[config.mk]
export PLATFORM = sky130hd
export DESIGN_NAME = fdbk_core
export DESIGN_NICKNAME = d
export VERILOG_FILES = /design/src/fdbk_pkg.sv /design/src/fdbk_core.sv /design/src/fdbk_regs.sv /design/src/iq_decim.sv /design/src/iq_hold.sv /design/src/ll_prop.sv /design/src/slow_integ.sv
export SDC_FILE = /design/constraint.sdc
export NUM_CORES = 2
export LEC_CHECK = 0
export ABC_AREA = 1
export BUFFER_PORTS_ARGS = -buffer_cell sky130_fd_sc_hd__buf_2
export CAP_MARGIN = 20
export CORE_AREA = 2 2 345 347
export CTS_BUF_LIST = sky130_fd_sc_hd__clkbuf_4 sky130_fd_sc_hd__clkbuf_8
export DETAILED_ROUTE_END_ITERATION = 10
export DIE_AREA = 0 0 347 349
export PLACE_DENSITY = 0.7
export SLEW_MARGIN = 20
export SYNTH_ARGS = -nofsm -noshare
export SYNTH_HDL_FRONTEND = slang
export SYNTH_SLANG_ARGS = --single-unit
export TNS_END_PERCENT = 20
[constraint.sdc]
create_clock -name clk -period 24.5 [get_ports clk]
set_input_delay 1.225 -clock clk [delete_from_list [all_inputs] [get_ports clk]]
set_output_delay 1.225 -clock clk [all_outputs]
set_load 0.01 [all_outputs]
[src/fdbk_pkg.sv]
`default_nettype none

package fdbk_pkg;

	// Sample, set-point, gain and output word width
	localparam int data_w = 18;
	// Decimator sum of four samples needs two guard bits
	localparam int sum_w = 20;
	// Integrator state width, top data_w bits form the drive
	localparam int acc_w = 24;

	// One frame is four I and four Q samples
	localparam int frame_len = 8;
	localparam int frame_cnt_w = $clog2(frame_len);

	// Local bus
	localparam int lb_addr_w = 3;
	localparam logic [lb_addr_w-1:0] addr_set_i = 3'd0;
	localparam logic [lb_addr_w-1:0] addr_set_q = 3'd1;
	localparam logic [lb_addr_w-1:0] addr_gain_p = 3'd2;
	localparam logic [lb_addr_w-1:0] addr_gain_i = 3'd3;
	localparam logic [lb_addr_w-1:0] addr_lim_hi = 3'd4;
	localparam logic [lb_addr_w-1:0] addr_lim_lo = 3'd5;
	// Write strobe only, no storage behind it
	localparam logic [lb_addr_w-1:0] addr_int_clr = 3'd6;

	// Integral gain scaling
	localparam int ki_shift = 10;
	// Proportional base shift, reduced by coarse_scale
	localparam int kp_shift = 16;
	localparam int kp_shamt_w = $clog2(kp_shift + 1);

	// Output saturation bounds
	localparam logic signed [data_w-1:0] sat_max = 2 ** (data_w - 1) - 1;
	localparam logic signed [data_w-1:0] sat_min = -(2 ** (data_w - 1));

endpackage

`default_nettype wire

[src/fdbk_core.sv]
`timescale 1ns/1ps
`default_nettype none

module fdbk_core import fdbk_pkg::*; (
	input logic clk,
	input logic rst,
	// One cycle in frame_len, lands on an I sample
	input logic sync,
	// High on I samples
	input logic iq,
	input logic signed [data_w-1:0] in_xy,
	input logic [1:0] coarse_scale,
	input logic lb_write,
	input logic [lb_addr_w-1:0] lb_addr,
	input logic signed [data_w-1:0] lb_data,
	output logic signed [data_w-1:0] out_xy
);

	// Register file outputs
	logic signed [data_w-1:0] set_i;
	logic signed [data_w-1:0] set_q;
	logic signed [data_w-1:0] gain_p;
	logic signed [data_w-1:0] gain_i;
	logic signed [data_w-1:0] lim_hi;
	logic signed [data_w-1:0] lim_lo;
	logic int_clr;

	// Slow path
	logic signed [data_w-1:0] avg_i;
	logic signed [data_w-1:0] avg_q;
	logic dec_stb;
	logic signed [data_w-1:0] drive_i;
	logic signed [data_w-1:0] drive_q;
	logic drive_stb;

	// Frame hold output, serialized per sample
	logic signed [data_w-1:0] drive_xy;
	logic signed [data_w-1:0] set_xy;

	fdbk_regs regs (
		.clk(clk), .rst(rst),
		.lb_write(lb_write), .lb_addr(lb_addr), .lb_data(lb_data),
		.set_i(set_i), .set_q(set_q),
		.gain_p(gain_p), .gain_i(gain_i),
		.lim_hi(lim_hi), .lim_lo(lim_lo),
		.int_clr(int_clr)
	);

	// Producer, average then integrate once per frame
	iq_decim decim (
		.clk(clk), .rst(rst), .sync(sync), .iq(iq), .in_xy(in_xy),
		.avg_i(avg_i), .avg_q(avg_q), .dec_stb(dec_stb)
	);

	slow_integ integ (
		.clk(clk), .rst(rst), .dec_stb(dec_stb),
		.avg_i(avg_i), .avg_q(avg_q),
		.set_i(set_i), .set_q(set_q), .gain_i(gain_i),
		.lim_hi(lim_hi), .lim_lo(lim_lo), .int_clr(int_clr),
		.drive_i(drive_i), .drive_q(drive_q), .drive_stb(drive_stb)
	);

	// Buffer, drive changes only at a frame edge
	iq_hold hold (
		.clk(clk), .rst(rst), .sync(sync), .iq(iq),
		.drive_stb(drive_stb), .drive_i(drive_i), .drive_q(drive_q),
		.set_i(set_i), .set_q(set_q),
		.drive_xy(drive_xy), .set_xy(set_xy)
	);

	// Consumer, low-latency proportional loop
	ll_prop prop (
		.clk(clk), .rst(rst), .in_xy(in_xy),
		.set_xy(set_xy), .drive_xy(drive_xy),
		.gain_p(gain_p), .coarse_scale(coarse_scale),
		.out_xy(out_xy)
	);

endmodule

`default_nettype wire

[src/fdbk_regs.sv]
`timescale 1ns/1ps
`default_nettype none

module fdbk_regs import fdbk_pkg::*; (
	input logic clk,
	input logic rst,
	input logic lb_write,
	input logic [lb_addr_w-1:0] lb_addr,
	input logic signed [data_w-1:0] lb_data,
	output logic signed [data_w-1:0] set_i,
	output logic signed [data_w-1:0] set_q,
	output logic signed [data_w-1:0] gain_p,
	output logic signed [data_w-1:0] gain_i,
	output logic signed [data_w-1:0] lim_hi,
	output logic signed [data_w-1:0] lim_lo,
	output logic int_clr
);

	// Holding registers, all levels except the clear strobe
	always_ff @(posedge clk) begin
		if (rst) begin
			set_i <= '0;
			set_q <= '0;
			gain_p <= '0;
			gain_i <= '0;
			lim_hi <= '0;
			lim_lo <= '0;
			int_clr <= 1'b0;
		end else begin
			// One-cycle pulse, no data stored
			int_clr <= lb_write && (lb_addr == addr_int_clr);
			if (lb_write) begin
				case (lb_addr)
					addr_set_i: set_i <= lb_data;
					addr_set_q: set_q <= lb_data;
					addr_gain_p: gain_p <= lb_data;
					addr_gain_i: gain_i <= lb_data;
					// Software keeps lim_lo at or below lim_hi
					addr_lim_hi: lim_hi <= lb_data;
					addr_lim_lo: lim_lo <= lb_data;
					// Unused addresses and the clear strobe are ignored here
					default: ;
				endcase
			end
		end
	end

endmodule

`default_nettype wire

[src/iq_decim.sv]
`timescale 1ns/1ps
`default_nettype none

module iq_decim import fdbk_pkg::*; (
	input logic clk,
	input logic rst,
	input logic sync,
	input logic iq,
	input logic signed [data_w-1:0] in_xy,
	output logic signed [data_w-1:0] avg_i,
	output logic signed [data_w-1:0] avg_q,
	output logic dec_stb
);

	// Zero on the cycle after sync, seven again when the next sync arrives
	logic [frame_cnt_w-1:0] cnt;
	// Set once a sync has been seen, so a partial first frame is dropped
	logic armed;
	logic frame_done;
	logic signed [sum_w-1:0] sum_i;
	logic signed [sum_w-1:0] sum_q;

	// A full frame ends when sync returns after the last slot
	assign frame_done = sync && armed && (cnt == frame_cnt_w'(frame_len - 1));

	// Control state
	always_ff @(posedge clk) begin
		if (rst) begin
			cnt <= '0;
			armed <= 1'b0;
			dec_stb <= 1'b0;
		end else begin
			dec_stb <= frame_done;
			if (sync) begin
				armed <= 1'b1;
				cnt <= '0;
			end else if (cnt != frame_cnt_w'(frame_len - 1)) begin
				cnt <= cnt + 1'b1;
			end
		end
	end

	// Accumulators restart with the sync-cycle sample
	always_ff @(posedge clk) begin
		if (sync) begin
			sum_i <= iq ? sum_w'(in_xy) : '0;
			sum_q <= iq ? '0 : sum_w'(in_xy);
		end else if (iq) begin
			sum_i <= sum_i + in_xy;
		end else begin
			sum_q <= sum_q + in_xy;
		end
		// Divide by four, keep the top data_w bits
		if (frame_done) begin
			avg_i <= sum_i[sum_w-1 -: data_w];
			avg_q <= sum_q[sum_w-1 -: data_w];
		end
	end

endmodule

`default_nettype wire

[src/iq_hold.sv]
`timescale 1ns/1ps
`default_nettype none

module iq_hold import fdbk_pkg::*; (
	input logic clk,
	input logic rst,
	input logic sync,
	input logic iq,
	input logic drive_stb,
	input logic signed [data_w-1:0] drive_i,
	input logic signed [data_w-1:0] drive_q,
	input logic signed [data_w-1:0] set_i,
	input logic signed [data_w-1:0] set_q,
	output logic signed [data_w-1:0] drive_xy,
	output logic signed [data_w-1:0] set_xy
);

	// Pending drive, written whenever the integrator updates
	logic signed [data_w-1:0] pend_i;
	logic signed [data_w-1:0] pend_q;
	// Active frame values, only change on sync
	logic signed [data_w-1:0] act_i;
	logic signed [data_w-1:0] act_q;
	logic signed [data_w-1:0] act_set_i;
	logic signed [data_w-1:0] act_set_q;

	always_ff @(posedge clk) begin
		if (rst) begin
			pend_i <= '0;
			pend_q <= '0;
		end else if (drive_stb) begin
			pend_i <= drive_i;
			pend_q <= drive_q;
		end
	end

	// Transfer at the frame boundary so one frame sees one drive
	// and one set-point, even if the bus writes mid-frame
	always_ff @(posedge clk) begin
		if (rst) begin
			act_i <= '0;
			act_q <= '0;
			act_set_i <= '0;
			act_set_q <= '0;
		end else if (sync) begin
			act_i <= pend_i;
			act_q <= pend_q;
			act_set_i <= set_i;
			act_set_q <= set_q;
		end
	end

	// Re-serialize to follow the interleaved input stream
	assign drive_xy = iq ? act_i : act_q;
	assign set_xy = iq ? act_set_i : act_set_q;

endmodule

`default_nettype wire

[src/ll_prop.sv]
`timescale 1ns/1ps
`default_nettype none

module ll_prop import fdbk_pkg::*; (
	input logic clk,
	input logic rst,
	input logic signed [data_w-1:0] in_xy,
	input logic signed [data_w-1:0] set_xy,
	input logic signed [data_w-1:0] drive_xy,
	input logic signed [data_w-1:0] gain_p,
	input logic [1:0] coarse_scale,
	output logic signed [data_w-1:0] out_xy
);

	// One guard bit on the error
	logic signed [data_w:0] err;
	// Full product, no rounding before the shift
	logic signed [2*data_w:0] prod;
	// Shift shrinks as coarse_scale raises the loop gain
	logic [kp_shamt_w-1:0] shamt;
	logic signed [2*data_w+1:0] sum;
	logic signed [data_w-1:0] sat;

	assign err = set_xy - in_xy;
	assign prod = gain_p * err;
	assign shamt = kp_shamt_w'(kp_shift) - kp_shamt_w'(coarse_scale);

	// Slow-path drive plus fast proportional correction
	assign sum = drive_xy + (prod >>> shamt);

	// Clip to the signed output range
	always_comb begin
		if (sum > sat_max)
			sat = sat_max;
		else if (sum < sat_min)
			sat = sat_min;
		else
			sat = sum[data_w-1:0];
	end

	// Single registered stage, one cycle from in_xy
	always_ff @(posedge clk) begin
		if (rst)
			out_xy <= '0;
		else
			out_xy <= sat;
	end

endmodule

`default_nettype wire

[src/slow_integ.sv]
`timescale 1ns/1ps
`default_nettype none

module slow_integ import fdbk_pkg::*; (
	input logic clk,
	input logic rst,
	input logic dec_stb,
	input logic signed [data_w-1:0] avg_i,
	input logic signed [data_w-1:0] avg_q,
	input logic signed [data_w-1:0] set_i,
	input logic signed [data_w-1:0] set_q,
	input logic signed [data_w-1:0] gain_i,
	input logic signed [data_w-1:0] lim_hi,
	input logic signed [data_w-1:0] lim_lo,
	input logic int_clr,
	output logic signed [data_w-1:0] drive_i,
	output logic signed [data_w-1:0] drive_q,
	output logic drive_stb
);

	// Error carries one extra bit so full-scale set minus sample cannot wrap
	logic signed [data_w:0] err_i;
	logic signed [data_w:0] err_q;
	logic signed [2*data_w:0] prod_i;
	logic signed [2*data_w:0] prod_q;
	logic stb1;
	// Unclamped next state, wide enough for any scaled product
	logic signed [2*data_w+1:0] next_i;
	logic signed [2*data_w+1:0] next_q;
	logic signed [acc_w-1:0] acc_i;
	logic signed [acc_w-1:0] acc_q;
	// Limits aligned to the top of the accumulator
	logic signed [acc_w-1:0] lim_hi_s;
	logic signed [acc_w-1:0] lim_lo_s;

	// Bound a wide sum to the scaled limit window
	function automatic logic signed [acc_w-1:0] clamp(
		input logic signed [2*data_w+1:0] v,
		input logic signed [acc_w-1:0] hi,
		input logic signed [acc_w-1:0] lo
	);
		if (v > hi)
			return hi;
		else if (v < lo)
			return lo;
		else
			return v[acc_w-1:0];
	endfunction

	assign err_i = set_i - avg_i;
	assign err_q = set_q - avg_q;
	assign lim_hi_s = {lim_hi, {(acc_w - data_w){1'b0}}};
	assign lim_lo_s = {lim_lo, {(acc_w - data_w){1'b0}}};

	// Stage 1: error times integral gain
	// Same gain serves both channels
	always_ff @(posedge clk) begin
		if (dec_stb) begin
			prod_i <= gain_i * err_i;
			prod_q <= gain_i * err_q;
		end
	end

	assign next_i = acc_i + (prod_i >>> ki_shift);
	assign next_q = acc_q + (prod_q >>> ki_shift);

	// Stage 2: accumulate and clamp, clear has priority
	always_ff @(posedge clk) begin
		if (rst || int_clr) begin
			acc_i <= '0;
			acc_q <= '0;
		end else if (stb1) begin
			acc_i <= clamp(next_i, lim_hi_s, lim_lo_s);
			acc_q <= clamp(next_q, lim_hi_s, lim_lo_s);
		end
	end

	// Strobe pipeline, drive_stb lands with the updated accumulator
	always_ff @(posedge clk) begin
		if (rst) begin
			stb1 <= 1'b0;
			drive_stb <= 1'b0;
		end else begin
			stb1 <= dec_stb;
			drive_stb <= stb1;
		end
	end

	assign drive_i = acc_i[acc_w-1 -: data_w];
	assign drive_q = acc_q[acc_w-1 -: data_w];

endmodule

`default_nettype wire

# Word level (Yosys, flattened, before mapping)
# Cells that the tools add are included.
[totals]
ff_bits = 440
latch_bits = 0
ramBits = 0
mem_bits_ro = 0
input_bits = 46
output_inout_bits = 18
word_cells = 85
memories = 0
[op_classes]
n_addsub = 10
mul = 3
div_mod_pow = 0
n_lt_le_gt_ge = 6
eq_ne = 9
shift = 1
muxes = 14
bitwise_logic = 0
reduce_logical = 14
[op_table]
columns = ["op", "n"]
rows = [
  ["20-bit two-way mux", 6],
  ["18-bit by 19-bit multiplier with 37-bit output", 3],
  ["24-bit two-way mux", 4],
  ["18-bit by 18-bit subtractor with 19-bit output", 3],
  ["24-bit by 27-bit adder with 28-bit output", 2],
  ["28-bit by 24-bit > comparator with 1-bit output", 2],
  ["28-bit by 24-bit < comparator with 1-bit output", 2],
  ["18-bit two-way mux", 3],
  ["20-bit by 18-bit adder with 20-bit output", 2],
  ["18-bit by 38-bit adder with 38-bit output", 1],
  ["38-bit by 18-bit > comparator with 1-bit output, second input constant", 1],
  ["38-bit by 18-bit < comparator with 1-bit output, second input constant", 1],
  ["37-bit by 5-bit >>> shifter with 38-bit output", 1],
  ["17-bit two-way mux", 1],
  ["3-bit == test, second input constant", 4],
  ["2-bit AND reduction", 6],
  ["3-bit by 2-bit == test with 1-bit output, second input constant", 2],
  ["5-bit by 2-bit subtractor with 5-bit output, first input constant", 1],
  ["2-bit OR reduction", 2],
  ["3-bit by 1-bit adder with 3-bit output, second input constant", 1],
  ["3-bit by 1-bit == test with 1-bit output, second input constant", 1],
  ["1-bit logical AND", 3],
  ["3-bit logical NOT", 1],
  ["3-bit != test, second input constant", 1],
  ["3 further kinds", 3],
]

# Depth between registers and ports, before layout
[depth]
word_depth = 8
mapped_depth = 62

# Cells and area by module
# Synthesis repeated with hierarchy kept, for this count alone.
[unflattened]
hier_cells = 9213
area_unflattened_um2 = 68216.7
[by_module_without_submodules]
columns = ["module", "n_inst", "cells_per_inst", "area_each_um2", "seq_area_each_um2"]
rows = [
  ["slow_integ", 1, 4627, 36223.5, 2622.5],
  ["ll_prop", 1, 2524, 17553.1, 360.3],
  ["iq_decim", 1, 644, 5207.5, 2382.3],
  ["iq_hold", 1, 800, 4879.7, 2162.1],
  ["fdbk_regs", 1, 618, 4352.9, 2182.1],
]

# Least setup slack after synthesis
# OpenSTA, ideal clock, no wires.
[synth_timing]
path_type = "input to register"
from = "in iq"
to = "reg prop.out_xy[7]"
setup_ps = 113
arrival_ps = 10195
required_ps = 24387
slack_ps = 14192
stages = 51
path_cell_list = "clkbuf_1 > mux2i_1 > ha_1 > fa_1 > nand3b_1 > nand2_1 > nand3_1 > nand3_1 > nand2_1 > o2bb2ai_2 > o21ai_1 > nand2_1 > a22oi_4 > buf_6 > nor2_1 > fa_1 > fa_1 > ha_1 > [15 not listed] > nand2_1 > nand2_1 > nand2_1 > ha_1 > nand2_1 > nor2_1 > inv_1 > nor3_2 > nand3_1 > nand3_1 > nand2_2 > a21oi_4 > nand2_1 > nor2_1 > nand3_1 > nand3_2 > buf_6 > nand2_1"
[synth_between]
elab_chain_len = 8
elab_cells_between_ends = 10
classes_between = "add/sub: 2; mul: 1; order compare: 2; shift: 1; mux: 4"
[synth_rtl]
columns = ["element", "line", "text"]
rows = [
  ["start: declaration", "fdbk_core.sv:10", "input logic iq,"],
  ["18-bit two-way mux", "iq_hold.sv:55", "assign set_xy = iq ? act_set_i : act_set_q;"],
  ["18-bit by 18-bit subtractor with 19-bit output", "ll_prop.sv:24", "assign err = set_xy - in_xy;"],
  ["18-bit by 19-bit multiplier with 37-bit output", "ll_prop.sv:25", "assign prod = gain_p * err;"],
  ["37-bit by 5-bit >>> shifter with 38-bit output", "ll_prop.sv:29", "assign sum = drive_xy + (prod >>> shamt);"],
  ["18-bit by 38-bit adder with 38-bit output (*)", "ll_prop.sv:29", ""],
  ["38-bit by 18-bit < comparator with 1-bit output", "ll_prop.sv:35", "else if (sum < sat_min)"],
  ["18-bit two-way mux", "ll_prop.sv:35", ""],
  ["17-bit two-way mux (*)", "ll_prop.sv:33", "if (sum > sat_max)"],
  ["end signal: assignment", "ll_prop.sv:46", "out_xy <= sat;"],
  ["end: declaration", "ll_prop.sv:12", "output logic signed [data_w-1:0] out_xy"],
]
# Mark *: on every way between the ends. The rest lies on a longest branch, timed or not.
# A chain may end at the register's enable or synchronous reset.

# Worst setup path after layout
[layout_timing]
from = "in iq"
to = "reg prop.out_xy[8]"
# Same word-level chain as after synthesis.

==> run metrics <==
crit path capture type=flip-flop; DR vias=54400; Final setup viols=0; reg2reg end=prop.out_xy[8]; CTS clk-pin slew, worst paths=0.06 ns; worst r2r src=hold.act_set_i[0]; area grow syn2layout=4.81%; Slew HR=35.0%; CP max FO=41; Iter 0 DRT Violations=5503; CTS Root Cell=clkbuf_8; Slew @ Worst Pin=0.973 ns; largest net degree at the start of global routing=100; max cap viols=0; Setup crit end=prop.out_xy[8]; Syn Area/Cell=7.90 sq um; share of layout cells above drive strength 1=4.21%; CTS Sinks=420; Avg Vias per Cell=5.65; met1 Use GR=45.5%; number of global-route vias before repair=54800; CTS Buf Count=71; Fmax=83.8 MHz; per-cell routed wire length=20.7 um; Worst Hold Class=reg -> reg; top_reg_cell synth=dfxtp_1; period utilization=48.7%; Post-CTS Hold Buffers=0; DP Worst Slack=12.11 ns; Die ar.=0.121 sq mm; leakage=32.4 nW; fin. max-slew vios=0; met2 Use GR=51.7%; grt met3 use=7.59%; number of H-tree levels=3; Seq/Total Area, Yosys=15.2%; starting density of the core=54.5%; status=complete, no violations; Final Worst Setup Slack=12.57 ns; async set-reset flop share out of synthesis=0%; total negative setup slack=0 ns; I/O pins=64; Post-Synthesis Net Count=9729; initial antenna violation count=17; router iterations before antenna repair=6; Most Crowded Layer GR=met2; crit path launch=iq; gr ovfl total=0; CP Class=in -> reg; Largest stage delay, worst path=0.66 ns; post-CTS sizing=0; Final min period=11.93 ns; synth warn=0; Mapped Cells=8112; Data arrival, critical path=12.47 ns; Cell variety after synth=65; total track usage=33.3%; register bit count reported by yosys=420; first-pass GRT wire length=312000 um; GP Congestion=0.940; Die Wd=347 um; core area=0.117 sq mm; flop2flop setup slack=13.76 ns; antenna viol nets, final=0; EDFF count, synth=130; Worst setup SP type=input port; Detailed Place HPWL=164000 um; Setup Buffers After CTS=0; port buffer count=63; Max IR drop VDD=0.0000512 V; Layout Nets=9639; PD cells=46.7 mW/mm^2; Die Y=349 um; CTS tree=yes; CTS Buffer Depth=3; Row Count=126; Clk Latency, worst-skew pair=0.68 ns; Cell Area, Synth=0.0641 sq mm; R2R depth=48; Crit path required time=25.05 ns; worst clock skew=0.0253 ns; RSZ-0062 raised after global routing=no; Post-Route WL=199000 um; Slowest-stage cell, CP=xor2_1; DR DRC count=0; Final Hold Fails=0
==> stage by stage <==
step	hold slack (ns)	util [%]	std cells	total power, mW	cell area (sq um)
floorplan	0.431	-	8112	1.95	64100
global placement	0.445	55.8	9485	2.39	65500
detailed placement	0.450	55.8	9485	2.42	65500
CTS	0.462	57.1	9615	3.12	67100
global route	0.468	57.2	9621	3.37	67100
finish	0.460	57.2	9624	3.13	67100
==> synthesized netlist by cell type (14+ instances only) <==
library cell	n	area, sq um
inv_1	1580	5930
nand2_1	1405	5270
fa_1	1034	20700
nor2_1	957	3590
ha_1	537	6720
a21oi_1	474	2370
o21ai_0	433	2170
nand3_1	353	1770
dfxtp_1	290	5810
clkbuf_1	223	837
xor2_1	133	1160
edfxtp_1	130	3900
xnor2_1	62	543
nor3_1	53	265
nand4_1	46	288
or2_2	45	282
a21o_1	27	203
nand3b_1	25	188
buf_2	23	115
clkinv_1	23	86.3
o22ai_1	22	138
o21a_1	20	150
o21bai_1	20	150
o21ai_1	18	90.1
a31oi_1	17	106
o31ai_1	14	105
==> report_power, final <==
part | switching (mW) | internal (mW)
Combinational | 1.06 | 0.546
Sequential | 0.0366 | 0.791
Clock | 0.308 | 0.394
Total | 1.40 | 1.73
==> registers in the layout, summed over array words and instances, names as in the netlist, 3 cells and up <==
| signal | count |
|---|---|
| regs.set_i | 18 |
| integ.acc_i | 24 |
| regs.lim_lo | 18 |
| hold.pend_q | 18 |
| decim.cnt | 3 |
| decim.sum_i | 20 |
| hold.act_i | 18 |
| integ.prod_i | 27 |
| regs.lim_hi | 18 |
| hold.act_q | 18 |
| regs.gain_i | 18 |
| decim.avg_i | 18 |
| hold.pend_i | 18 |
| decim.sum_q | 20 |
| integ.prod_q | 27 |
| hold.act_set_q | 18 |
| regs.set_q | 18 |
| integ.acc_q | 24 |
| prop.out_xy | 18 |
| decim.avg_q | 18 |
| hold.act_set_i | 18 |
| regs.gain_p | 18 |
==> critical path: cells and delay by family <==
kind / cells / cell delay [ns]
xor gates and xnor gates: 1 / 0.66
adders and majority gates: 9 / 3.96
AOI/OAI and AO/OA: 6 / 0.93
and+or+nand+nor: 26 / 3.77
buffers and inverters: 12 / 1.89
==> how the worst min path moves through the flow <==
stage | startpoint | endpoint | slack (ns) | cells past startpoint
after floorplan | decim.sum_i[2] | decim.avg_i[0] | 0.43 | 0
after detailed placement | decim.sum_q[11] | decim.avg_q[9] | 0.45 | 0
after CTS | decim.cnt[2] | decim.cnt[2] | 0.46 | 2
after global routing | decim.sum_q[17] | decim.avg_q[15] | 0.47 | 0
after global placement | decim.sum_i[16] | decim.avg_i[14] | 0.45 | 0
final | decim.sum_q[11] | decim.avg_q[9] | 0.46 | 0
==> routing by layer <==
layer,vias to the layer above,share of wire [%],wire length [um]
met2,2513,44,86800
met4,6,4.2,8460
met5,-,0.022,43
li1,24900,-,-
met1,26500,42,83100
met3,411,11,21000
==> placed cells by master, fill, tap and decap left out, types with 132 or more instances in the layout <==
master	count
a21oi_1	474
dfxtp_1	286
fa_1	1034
ha_1	537
inv_1	1579
nand2_1	1405
nand3_1	353
nor2_1	956
o21ai_0	433
xor2_1	132
==> layout make-up <==
cell class	instances	area (sq um)
Fill cell	10900	50300
Multi-Input combinational cell	5804	47200
Timing Repair Buffer	109	663
Sequential cell	420	9710
Clock buffer	111	1380
Clock inverter	19	193
Tap cell	1536	1920
Inverter	1616	6070
Antenna cell	9	22.5
==> cell families after synthesis <==
logic type	synth area share [%]
fa+ha+maj	42.8
flops	15.2
simple gates	18.9
xor+xnor	2.69
buf+inv	11.2
compound gates	9.24
mux	0.0156
Power figures use the tool's default switching activity.
